**src/rtl/a2glue_pkg.sv**
```systemverilog
// Apple II card glue definitions
`default_nettype none

package a2glue_pkg;

    localparam int NUM_CARDS = 4;

    // Card slots in the response array, lower index wins the bus
    localparam int CARD_SSC  = 0;  // Serial card
    localparam int CARD_SSP  = 1;  // Sprite card
    localparam int CARD_MB   = 2;  // Sound card
    localparam int CARD_DISK = 3;  // Disk card

    localparam int BUS_DATA_W     = 8;
    localparam int AUDIO_SRC_W    = 14;
    localparam int AUDIO_MIX_W    = 16;
    localparam int PIXEL_W        = 8;
    localparam int SCREEN_COORD_W = 10;

    typedef struct packed {
        logic                  rd_en;
        logic [BUS_DATA_W-1:0] data;
        logic                  irq_n;  // Active low
    } card_resp_t;

    typedef card_resp_t [NUM_CARDS-1:0] card_resp_array_t;

    typedef struct packed {
        logic                  data_out_en;
        logic [BUS_DATA_W-1:0] data_out;
        logic                  irq_n;
    } bus_drive_t;

    // Bus clock phases and edge strobes in the logic clock domain
    typedef struct packed {
        logic phi0;
        logic phi1;
        logic phi1_rise;
        logic phi1_fall;
        logic clk_2m_edge;
        logic clk_7m;
        logic clk_7m_rise;
        logic clk_7m_fall;
        logic clk_14m_edge;
    } bus_timing_t;

    typedef struct packed {
        logic signed [AUDIO_SRC_W-1:0] ssp;
        logic signed [AUDIO_SRC_W-1:0] mb_l;
        logic signed [AUDIO_SRC_W-1:0] mb_r;
        logic signed [AUDIO_SRC_W-1:0] speaker;
    } audio_src_t;

    typedef struct packed {
        logic signed [AUDIO_MIX_W-1:0] left;
        logic signed [AUDIO_MIX_W-1:0] right;
    } audio_mix_t;

    typedef struct packed {
        logic [PIXEL_W-1:0] r;
        logic [PIXEL_W-1:0] g;
        logic [PIXEL_W-1:0] b;
    } rgb_t;

endpackage

`default_nettype wire
```
**src/rtl/a2_card_glue.sv**
```systemverilog
// Apple II card glue top level
`timescale 1ns/1ns
`default_nettype none

module a2_card_glue
    import a2glue_pkg::*;
(
    input  wire logic                      clk_logic_w,
    input  wire logic                      rst_i,

    // Apple bus clocks and reset
    input  wire logic                      a2_phi1_i,
    input  wire logic                      a2_7m_i,
    input  wire logic                      a2_reset_n_i,

    // Card responses and bus data
    input  wire card_resp_array_t          cards_i,
    input  wire logic [BUS_DATA_W-1:0]     bus_data_i,

    // Audio
    input  wire logic                      speaker_en_i,
    input  wire audio_src_t                audio_i,

    // Video
    input  wire logic                      scanline_en_i,
    input  wire logic [SCREEN_COORD_W-1:0] screen_y_i,
    input  wire rgb_t                      rgb_i,

    output bus_timing_t                    timing_o,
    output logic                           sys_reset_o,
    output bus_drive_t                     drive_o,
    output audio_mix_t                     mix_o,
    output rgb_t                           rgb_o
);

    bus_clock_sync bus_clock_sync_inst (
        .clk_logic_w (clk_logic_w),
        .rst_i       (rst_i),
        .a2_phi1_i   (a2_phi1_i),
        .a2_7m_i     (a2_7m_i),
        .a2_reset_n_i(a2_reset_n_i),
        .timing_o    (timing_o),
        .sys_reset_o (sys_reset_o)
    );

    card_response_arbiter card_response_arbiter_inst (
        .clk_logic_w(clk_logic_w),
        .rst_i      (rst_i),
        .cards_i    (cards_i),
        .bus_data_i (bus_data_i),
        .drive_o    (drive_o)
    );

    audio_mixer audio_mixer_inst (
        .clk_logic_w (clk_logic_w),
        .rst_i       (rst_i),
        .speaker_en_i(speaker_en_i),
        .audio_i     (audio_i),
        .mix_o       (mix_o)
    );

    pixel_output pixel_output_inst (
        .clk_logic_w  (clk_logic_w),
        .rst_i        (rst_i),
        .scanline_en_i(scanline_en_i),
        .screen_y_i   (screen_y_i),
        .rgb_i        (rgb_i),
        .rgb_o        (rgb_o)
    );

endmodule

`default_nettype wire

```
**src/rtl/pixel_output.sv**
```systemverilog
// Pixel output stage with scanlines
`timescale 1ns/1ns
`default_nettype none

module pixel_output
    import a2glue_pkg::*;
(
    input  wire logic                      clk_logic_w,
    input  wire logic                      rst_i,
    input  wire logic                      scanline_en_i,
    input  wire logic [SCREEN_COORD_W-1:0] screen_y_i,
    input  wire rgb_t                      rgb_i,
    output rgb_t                           rgb_o
);

    logic dim_w;

    // Darken every odd line
    assign dim_w = scanline_en_i & screen_y_i[0];

    always_ff @(posedge clk_logic_w) begin
        if (rst_i) begin
            rgb_o <= '0;
        end else if (dim_w) begin
            rgb_o.r <= rgb_i.r >> 1;  // Half brightness
            rgb_o.g <= rgb_i.g >> 1;
            rgb_o.b <= rgb_i.b >> 1;
        end else begin
            rgb_o <= rgb_i;
        end
    end

endmodule

`default_nettype wire

```
**src/rtl/audio_mixer.sv**
```systemverilog
// Card audio mixer
`timescale 1ns/1ns
`default_nettype none

module audio_mixer
    import a2glue_pkg::*;
(
    input  wire logic       clk_logic_w,
    input  wire logic       rst_i,
    input  wire logic       speaker_en_i,
    input  wire audio_src_t audio_i,
    output audio_mix_t      mix_o
);

    logic signed [AUDIO_MIX_W-1:0] ssp_w;
    logic signed [AUDIO_MIX_W-1:0] mb_l_w;
    logic signed [AUDIO_MIX_W-1:0] mb_r_w;
    logic signed [AUDIO_MIX_W-1:0] speaker_w;

    // Sign extension to the mix width
    assign ssp_w     = AUDIO_MIX_W'($signed(audio_i.ssp));
    assign mb_l_w    = AUDIO_MIX_W'($signed(audio_i.mb_l));
    assign mb_r_w    = AUDIO_MIX_W'($signed(audio_i.mb_r));
    assign speaker_w = speaker_en_i ? AUDIO_MIX_W'($signed(audio_i.speaker)) : '0;  // Muted

    always_ff @(posedge clk_logic_w) begin
        if (rst_i) begin
            mix_o.left  <= '0;
            mix_o.right <= '0;
        end else begin
            mix_o.left  <= ssp_w + mb_l_w + speaker_w;
            mix_o.right <= ssp_w + mb_r_w + speaker_w;
        end
    end

endmodule

`default_nettype wire

```
**src/rtl/card_response_arbiter.sv**
```systemverilog
// Card read data and interrupt arbiter
`timescale 1ns/1ns
`default_nettype none

module card_response_arbiter
    import a2glue_pkg::*;
(
    input  wire logic                  clk_logic_w,
    input  wire logic                  rst_i,
    input  wire card_resp_array_t      cards_i,
    input  wire logic [BUS_DATA_W-1:0] bus_data_i,
    output bus_drive_t                 drive_o
);

    bus_drive_t next_w;

    always_comb begin
        next_w.data_out_en = 1'b0;
        next_w.irq_n       = 1'b1;
        for (int i = 0; i < NUM_CARDS; i++) begin
            next_w.data_out_en = next_w.data_out_en | cards_i[i].rd_en;
            next_w.irq_n       = next_w.irq_n & cards_i[i].irq_n;  // Wired-AND of open drains
        end

        // Fixed priority, serial card first
        if (cards_i[CARD_SSC].rd_en) begin
            next_w.data_out = cards_i[CARD_SSC].data;
        end else if (cards_i[CARD_SSP].rd_en) begin
            next_w.data_out = cards_i[CARD_SSP].data;
        end else if (cards_i[CARD_MB].rd_en) begin
            next_w.data_out = cards_i[CARD_MB].data;
        end else if (cards_i[CARD_DISK].rd_en) begin
            next_w.data_out = cards_i[CARD_DISK].data;
        end else begin
            next_w.data_out = bus_data_i;  // Echo the bus when nobody answers
        end
    end

    always_ff @(posedge clk_logic_w) begin
        if (rst_i) begin
            drive_o.data_out_en <= 1'b0;
            drive_o.data_out    <= '0;
            drive_o.irq_n       <= 1'b1;
        end else begin
            drive_o <= next_w;
        end
    end

endmodule

`default_nettype wire

```
**src/rtl/bus_clock_sync.sv**
```systemverilog
// Apple bus clock and reset input stage
`timescale 1ns/1ns
`default_nettype none

module bus_clock_sync
    import a2glue_pkg::*;
(
    input  wire logic  clk_logic_w,
    input  wire logic  rst_i,
    input  wire logic  a2_phi1_i,
    input  wire logic  a2_7m_i,
    input  wire logic  a2_reset_n_i,
    output bus_timing_t timing_o,
    output logic        sys_reset_o
);

    logic [1:0] a2_reset_n_q;

    signal_denoise phi1_denoise (
        .clk_logic_w(clk_logic_w),
        .rst_i      (rst_i),
        .sig_i      (a2_phi1_i),
        .level_o    (timing_o.phi1),
        .rise_o     (timing_o.phi1_rise),
        .fall_o     (timing_o.phi1_fall)
    );

    signal_denoise clk_7m_denoise (
        .clk_logic_w(clk_logic_w),
        .rst_i      (rst_i),
        .sig_i      (a2_7m_i),
        .level_o    (timing_o.clk_7m),
        .rise_o     (timing_o.clk_7m_rise),
        .fall_o     (timing_o.clk_7m_fall)
    );

    assign timing_o.phi0         = ~timing_o.phi1;
    assign timing_o.clk_2m_edge  = timing_o.phi1_rise | timing_o.phi1_fall;  // Both phi1 edges
    assign timing_o.clk_14m_edge = timing_o.clk_7m_rise | timing_o.clk_7m_fall;

    // Apple reset is asynchronous to the logic clock
    always_ff @(posedge clk_logic_w) begin
        if (rst_i) a2_reset_n_q <= '0;
        else       a2_reset_n_q <= {a2_reset_n_q[0], a2_reset_n_i};
    end

    assign sys_reset_o = rst_i | ~a2_reset_n_q[1];

endmodule

`default_nettype wire

```
**src/rtl/signal_denoise.sv**
```systemverilog
// Bus clock synchronizer and glitch filter
`timescale 1ns/1ns
`default_nettype none

module signal_denoise (
    input  wire logic clk_logic_w,
    input  wire logic rst_i,
    input  wire logic sig_i,
    output logic      level_o,
    output logic      rise_o,
    output logic      fall_o
);

    logic [1:0] sync_q;   // Two flop synchronizer
    logic [1:0] hist_q;   // Older samples
    logic [2:0] window_w; // Three sample history, newest in bit 0
    logic       agree_w;

    assign window_w = {hist_q, sync_q[1]};

    // Accept only when all three samples agree on a new level
    assign agree_w = (window_w == 3'b111 || window_w == 3'b000) && (window_w[0] != level_o);

    always_ff @(posedge clk_logic_w) begin
        if (rst_i) begin
            sync_q  <= '0;
            hist_q  <= '0;
            level_o <= 1'b0;
            rise_o  <= 1'b0;
            fall_o  <= 1'b0;
        end else begin
            sync_q <= {sync_q[0], sig_i};
            hist_q <= window_w[1:0];
            rise_o <= agree_w & window_w[0];
            fall_o <= agree_w & ~window_w[0];
            if (agree_w) begin
                level_o <= window_w[0];
            end
        end
    end

endmodule

`default_nettype wire

```
**config.mk**
```make
export PLATFORM = sky130hd
export DESIGN_NAME = a2_card_glue
export DESIGN_NICKNAME = d
export VERILOG_FILES = /design/src/rtl/a2glue_pkg.sv /design/src/rtl/a2_card_glue.sv /design/src/rtl/pixel_output.sv /design/src/rtl/audio_mixer.sv /design/src/rtl/card_response_arbiter.sv /design/src/rtl/bus_clock_sync.sv /design/src/rtl/signal_denoise.sv
export SDC_FILE = /design/constraint.sdc
export NUM_CORES = 1
export LEC_CHECK = 0
export BUFFER_PORTS_ARGS = -buffer_cell sky130_fd_sc_hd__buf_4
export CAP_MARGIN = 20
export CORE_MARGIN = 2
export CORE_UTILIZATION = 35
export DETAILED_ROUTE_END_ITERATION = 8
export GPL_TIMING_DRIVEN = 0
export PLACE_DENSITY = 0.58
export SYNTH_ARGS = -nofsm -noshare
export SYNTH_HDL_FRONTEND = slang
export SYNTH_SLANG_ARGS = --single-unit
```
**constraint.sdc**
```tcl
create_clock -name clk_logic_w -period 4.9 [get_ports clk_logic_w]
set_input_delay 0.735 -clock clk_logic_w [delete_from_list [all_inputs] [get_ports clk_logic_w]]
set_output_delay 0.735 -clock clk_logic_w [all_outputs]
set_load 0.01 [all_outputs]
```
==> metrics.yaml, run 1 <==
status: "finished, final reports clean"
drt_wl_total_um: 15700
remaining_drc_errors: 0
internal_power_w: 0.00153
num_rows: 45
cts-root-buf: "clkbuf_16"
fp.dieW_um: 129
p_switching_w: 0.000778
slew_viol_final: 0
critical_path_required_ns: 5.10
drive_above_1_share_pct: 26.9
p_comb_share_pct: 40.1
postCtsHoldBufs: 0
dp_hpwl_um: 13000
setup-violations-final: 0
pwr_density_cell_nw_per_um2: 308
max-cap-violations: 0
grt_max_degree: 14
vias: 5451
drtPass1Iterations: 4
postCtsResizedCells: 0
via_per_inst: 5.08
pin_count: 221
cp_max_fo: 6
skew_ns: 0.00407
synth-seq-area-share_pct: 30.3
avgSynthCellArea_sq_um: 8.18
clockPowerShare_pct: 26.2
drt_iter0_drc: 272
numCtsBuffers: 9
fmax_mhz: 257
synth_edf_count: 0
core_sq_um: 15200
hold_path.class: "register to register"
grt_pass1_wl_um: 24500
path_class: "input pin to register"
ir_drop_uv: 127
chipHeight_um: 129
finalHoldViolCount: 0
async_flop_share_pct: 0
grt_pass1_vias: 5197
initial_utilization_pct: 35.7
synth_cell_types: 58
slew_headroom_pct: 57.2
whs_ns: 0.434
cts.sinks: 82
syn_area_sq_um: 5430
cts_buffer_depth: 2
worst_slew_pin_slew_ns: 0.643
clk_latency_ns: 0.33
syn_inst: 663
antenna_left: 0
cts_tree: "built"
critPathCaptureType: "register"
htreeDepth: 3
fin_tns_setup_ns: 0
track_usage_pct: 18.5
drt-wirelength-per-cell_um: 14.6
period_share_pct: 79.4
cts_setup_buffers: 0
rsz0062_at_grt: "no"
antenna_found_initial: 0
insertedDiodeCount: 0
switching_share_pct: 33.8
period_minus_slack_ns: 3.89
die_area_sq_um: 16500
fin_util_pct: 49.2
p_leak_nw: 3.58
synth-warning-count: 0
grt_overflow_total: 0
clkTransAtPathRegs_ns: 0.06
critPathArrivalTime_ns: 4.10
start_kind: "input pin"
place_congestion: 0.905
final_net_count: 1092
area_delta_synth_final_pct: 37.8
synth_seq_cells: 82
synth_fp_nets: 874
p_seq_share_pct: 33.7
io_buffers: 207
fillers: 1488
ys.flop_type: "dfxtp_1"
[placed cells by master, fill, tap and decap left out, types with 17 or more instances in the layout]
cell type / instances
buf_4: 213
dfxtp_1: 82
nand2_1: 74
nor2_1: 69
ha_1: 62
a21oi_1: 61
o21ai_0: 25
xnor2_1: 23
inv_1: 22
nor3_1: 22
o21a_1: 17
[sequential cells by signal (all words and copies together), names as in the netlist]
name	flops
bus_clock_sync_inst.phi1_denoise.sync_q	2
bus_clock_sync_inst.phi1_denoise.level_o	1
bus_clock_sync_inst.clk_7m_denoise.level_o	1
bus_clock_sync_inst.clk_7m_denoise.rise_o	1
pixel_output_inst.rgb_o	24
bus_clock_sync_inst.phi1_denoise.hist_q	2
bus_clock_sync_inst.phi1_denoise.rise_o	1
bus_clock_sync_inst.clk_7m_denoise.sync_q	2
bus_clock_sync_inst.clk_7m_denoise.hist_q	2
audio_mixer_inst.mix_o	32
card_response_arbiter_inst.drive_o	10
bus_clock_sync_inst.clk_7m_denoise.fall_o	1
bus_clock_sync_inst.phi1_denoise.fall_o	1
bus_clock_sync_inst.a2_reset_n_q	2
[cell usage after synthesis, drive strengths merged (12+ instances only)]
library cell	instances	area share [%]
and2	16	1.8
mux2i	16	3.0
nand2	74	5.1
a21oi	62	5.8
o21ai	36	3.3
ha	62	14
dfxtp	82	30
nor2b	16	1.8
clkbuf	15	1.0
a211oi	13	2.0
buf	12	1.3
o21a	17	2.4
a21o	13	1.8
xor2	13	2.1
nor3	22	2.0
inv	22	1.5
nor2	69	4.8
xnor2	23	3.7
[cells by family (layout without fill, tap and decap cells)]
logic type	Yosys count	after routing	share of synthesized area (%)
AOI/OAI and AO/OA	177	177	21.0
buffers and inverters	49	271	3.83
muxes	18	18	3.44
xor gates and xnor gates	36	36	5.81
adders and majority gates	66	66	15.8
DFF	82	82	30.3
and+or+nand+nor	235	235	19.9
[worst paths after layout]
path / endpoint / from / cells after the start / slack, ns
setup / recovery: audio_mixer_inst.mix_o[14]$_SDFF_PP0_ / audio_i[42] / 17 / 1.01
hold / removal: bus_clock_sync_inst.a2_reset_n_q[1]$_SDFF_PP0_ / bus_clock_sync_inst.a2_reset_n_q[0]$_SDFF_PP0_ / 1 / 0.43
setup reg to reg: bus_clock_sync_inst.phi1_denoise.fall_o$_SDFF_PP0_ / bus_clock_sync_inst.phi1_denoise.sync_q[1]$_SDFF_PP0_ / 2 / 3.91
hold reg to reg: bus_clock_sync_inst.a2_reset_n_q[1]$_SDFF_PP0_ / bus_clock_sync_inst.a2_reset_n_q[0]$_SDFF_PP0_ / 1 / 0.43
[through the flow]
| stage | area, sq um | setup slack, ns | instances | power (W) |
|---|---|---|---|---|
| floorplan | 5430 | 1.13 | 663 | 0.00136 |
| global placement | 7210 | 0.726 | 1058 | 0.00169 |
| detailed placement | 7210 | 0.703 | 1058 | 0.00171 |
| CTS | 7480 | 1.02 | 1073 | 0.00232 |
| global route | 7480 | 0.803 | 1073 | 0.00245 |
| finish | 7480 | 1.01 | 1073 | 0.00230 |
[cell type report]
class	instances	area [sq um]	share of cell area [%]
clock inverters	5	32.5	0.435
repair buffers	207	1550	20.8
flip-flops and latches	82	1640	22.0
inverters	22	82.6	1.10
plain buffers	27	125	1.67
multi-input cells	532	3580	47.8
clock buffers	10	229	3.06
well taps	188	235	3.15
[power by group through the flow]
stage               registers (W)  logic, W  clock network (W)
finish                   0.000775  0.000924           0.000604
global placement         0.000788  0.000904                  0
CTS                      0.000775  0.000923           0.000624
global route             0.000782   0.00102           0.000651
floorplan                0.000828  0.000529                  0
detailed placement       0.000790  0.000920                  0
[worst max-delay path, cell delays in order]
cell and delay (ns):
buf_4 0.09, ha_1 0.18, inv_1 0.06, fa_1 0.40, nor2b_1 0.13, o21a_1 0.16
o21a_1 0.19, o21ai_0 0.10, a211o_1 0.28, xnor2_1 0.13, ha_1 0.38, a21oi_2 0.21
a21oi_1 0.09, a211o_1 0.27, o21a_1 0.22, a311o_1 0.33, o2bb2ai_1 0.13
[routing by layer]
| layer | share of wire, % | GRT usage (%) |
|---|---|---|
| met5 | 0 | 0 |
| met4 | 2.5 | 7.23 |
| met3 | 4.9 | 2.45 |
| met2 | 46 | 31.8 |
| met1 | 46 | 23.5 |
Power figures use the tool's default switching activity.
==> run 2, diff against run 1 <==
--- a/config.mk
+++ b/config.mk
@@ -5,13 +5,14 @@
 export SDC_FILE = /design/constraint.sdc
 export NUM_CORES = 1
 export LEC_CHECK = 0
+export ABC_AREA = 1
 export BUFFER_PORTS_ARGS = -buffer_cell sky130_fd_sc_hd__buf_4
 export CAP_MARGIN = 20
 export CORE_MARGIN = 2
 export CORE_UTILIZATION = 35
 export DETAILED_ROUTE_END_ITERATION = 8
 export GPL_TIMING_DRIVEN = 0
-export PLACE_DENSITY = 0.58
+export PLACE_DENSITY = 0.57
 export SYNTH_ARGS = -nofsm -noshare
 export SYNTH_HDL_FRONTEND = slang
 export SYNTH_SLANG_ARGS = --single-unit
==> constraint.sdc (replaced) <==
create_clock -name clk_logic_w -period 3.7 [get_ports clk_logic_w]
set_input_delay 0.555 -clock clk_logic_w [delete_from_list [all_inputs] [get_ports clk_logic_w]]
set_output_delay 0.555 -clock clk_logic_w [all_outputs]
set_load 0.01 [all_outputs]
==> metrics.yaml, run 2 <==
period_minus_slack_ns: 2.82
grt_pass1_wl_um: 28200  # +15%
avgSynthCellArea_sq_um: 6.42  # -22%
synth_seq_cells: 82  # unchanged
dp_hpwl_um: 15000  # +15%
syn_area_sq_um: 6060  # +12%
layout_setup_ws_ns: 0.882  # -0.126 ns
cts-root-buf: "clkbuf_16"
cp_max_fo: 4  # -2
num_rows: 48  # +6.7%
reg.largest.list: "audio_mixer_inst.mix_o: 32 flops, pixel_output_inst.rgb_o: 24 flops, card_response_arbiter_inst.drive_o: 10 flops"
synth_most_common_cell: "nand2_1"
vias: 6305  # +16%
drt-wirelength-per-cell_um: 12.4  # -15%
status: "finished, final reports clean"
crit_family: "adder cells"
max-cap-violations: 0  # unchanged
remaining_drc_errors: 0  # unchanged
skew_ns: 0.00372  # -0.000356 ns
start_kind: "input pin"
final_common_cell: "nand2_1"
fp.dieW_um: 136  # +5.5%
cts_buffer_depth: 2  # unchanged
drt_wl_total_um: 17300  # +11%
path_class: "input pin to register"
setup-violations-final: 0  # unchanged
postCtsHoldBufs: 0  # unchanged
finalPower_w: 0.00307  # +34%
htreeDepth: 3  # unchanged
rsz0062_at_grt: "no"
critical_path_required_ns: 3.93  # -1.17 ns
slew_viol_final: 0  # unchanged
place_ws_ns: 0.536  # -0.167 ns
final_cell_mix: "265 x nand2_1, 216 x buf_4, 137 x inv_1"
worst_slew_pin_slew_ns: 0.485  # -0.157 ns
synth_cell_types: 43  # -26%
drt_iter0_drc: 196  # -28%
insertedDiodeCount: 0  # unchanged
io_buffers: 209  # +0.97%
synthTopCellsByCount: "265 x nand2_1, 137 x inv_1, 115 x nor2_1"
slowest_stage: "fa_1"
critPathArrivalTime_ns: 3.04  # -1.06 ns
fillers: 1857  # +25%
ir_drop_uv: 265  # +110%
multi_input_area_sq_um: 3730  # +4.4%
async_flop_share_pct: 0  # unchanged
critPathCaptureType: "register"
synthDominantCellAreaShare_pct: 27.1  # -3.2 points
cpPeakStageDelay_ns: 0.41  # about the same
core_sq_um: 17100  # +13%
hold_path.class: "register to register"
chipHeight_um: 136  # +5.5%
finalHoldViolCount: 0  # unchanged
cts_tree: "built"
final_net_count: 1375  # +26%
cp_cell_sequence: "buf_4, ha_1, inv_1, fa_1, o21ai_2, nand2_2, nand2_4, nand2_2, nand3_1, nand2_1, ha_1, nand2_2, inv_1, nand2_1, nand2_1, a21oi_1, nand3_1, nand2_1, nor2_1"
regMostFlops: "audio_mixer_inst.mix_o"
crit_top_cell: "nand2_1"
via_per_inst: 4.52  # -11%
period_share_pct: 76.2
fin_tns_setup_ns: 0  # unchanged
fmax_mhz: 355
postCtsResizedCells: 0  # unchanged
track_usage_pct: 19.1  # +0.60 points
antenna_left: 0  # unchanged
syn_inst: 944  # +42%
yosysTopAreaCell: "dfxtp_1"
cts_setup_buffers: 0  # unchanged
die_area_sq_um: 18400  # +11%
p_leak_nw: 4.56  # +27%
synth_fp_nets: 1155  # +32%
pin_count: 221  # unchanged
pwr_density_cell_nw_per_um2: 376  # +22%
synth_edf_count: 0  # unchanged
antenna_found_initial: 0  # unchanged
path_buf_inv: 3  # +1
initial_utilization_pct: 35.4  # -0.29 points
drtPass1Iterations: 4  # unchanged
area_delta_synth_final_pct: 35.0
cts.sinks: 82  # unchanged
numCtsBuffers: 9  # unchanged
drive_above_1_share_pct: 24.0  # -2.9 points
grt_pass1_vias: 6015  # +16%
fin_util_pct: 47.8  # -1.4 points
synth-seq-area-share_pct: 27.1  # -3.2 points
grt_overflow_total: 0  # unchanged
clkTransAtPathRegs_ns: 0.06  # about the same
clk_latency_ns: 0.33  # about the same
grt_max_degree: 14  # unchanged
place_congestion: 0.897  # -0.78%
synth_area_leaders: "dfxtp_1 27%, nand2_1 16%, ha_1 13%"
ys.flop_type: "dfxtp_1"
synth-warning-count: 0  # unchanged
seqCellArea_sq_um: 1640  # unchanged
slew_headroom_pct: 67.6  # +10 points
largest_reg_flops: 32  # unchanged
[run 2: worst paths after layout]
path / start / end / slack, ns / cells past startpoint
hold / removal: bus_clock_sync_inst.clk_7m_denoise.sync_q[0]$_SDFF_PP0_ / bus_clock_sync_inst.clk_7m_denoise.sync_q[1]$_SDFF_PP0_ / 0.40 / 2
setup / recovery: audio_i[42] / audio_mixer_inst.mix_o[15]$_SDFF_PP0_ / 0.88 / 19
hold reg to reg: bus_clock_sync_inst.clk_7m_denoise.sync_q[0]$_SDFF_PP0_ / bus_clock_sync_inst.clk_7m_denoise.sync_q[1]$_SDFF_PP0_ / 0.40 / 2
setup reg to reg: bus_clock_sync_inst.phi1_denoise.level_o$_SDFFE_PP0P_ / bus_clock_sync_inst.phi1_denoise.level_o$_SDFFE_PP0P_ / 2.64 / 4
[run 2: cells by family (layout without fill, tap and decap cells)]
| kind of cell | after synthesis | after routing | synth area share, % |
|---|---|---|---|
| AO/OA/AOI/OAI | 132 | 132 | 12.1 |
| flip-flops | 82 | 82 | 27.1 |
| AND/OR/NAND/NOR | 477 | 477 | 33.2 |
| buffers and inverters | 172 | 397 | 11.3 |
| adder cells (fa/ha/maj) | 66 | 66 | 14.1 |
| XOR/XNOR | 15 | 15 | 2.17 |
[run 2: tightest hold or removal path: stages (launching register included)]
cell,delay [ns]
dfxtp_1,0.29
inv_1,0.04
nor2_1,0.03
[run 2: per-stage QoR]
step | area (sq um) | instances | hold WS, ns
3_3_place_gp | 7910 | 1378 | 0.389
3_5_place_dp | 7910 | 1378 | 0.395
4_1_cts | 8180 | 1394 | 0.397
6_report | 8180 | 1394 | 0.397
5_1_grt | 8180 | 1394 | 0.426
2_1_floorplan | 6060 | 944 | 0.388
[run 2: area by class of cell]
| class | instances | share of cell area, % |
|---|---|---|
| Buffer | 22 | 1.45 |
| Clock buffer | 11 | 2.97 |
| Clock inverter | 5 | 0.367 |
| Inverter | 150 | 6.88 |
| Multi-Input combinational cell | 690 | 45.6 |
| Sequential cell | 82 | 20.1 |
| Tap cell | 225 | 3.44 |
| Timing Repair Buffer | 209 | 19.2 |
[run 2: power breakdown]
group	total, W	switching [W]	internal [W]
logic	0.00126	0.000732	0.000524
registers	0.00101	0.0000282	0.000984
clock network	0.000806	0.000337	0.000469
total	0.00307	0.00110	0.00198
[run 2: metal layers]
metal | part of all wire (%) | track usage (%) | wire length (um) | vias up
li1 | - | - | - | 3409
met1 | 47 | 24.9 | 8190 | 2713
met2 | 47 | 33.3 | 8080 | 164
met3 | 4.8 | 2.54 | 830 | 19
met4 | 1.4 | 4.51 | 246 | 0
met5 | 0 | 0 | 0 | -
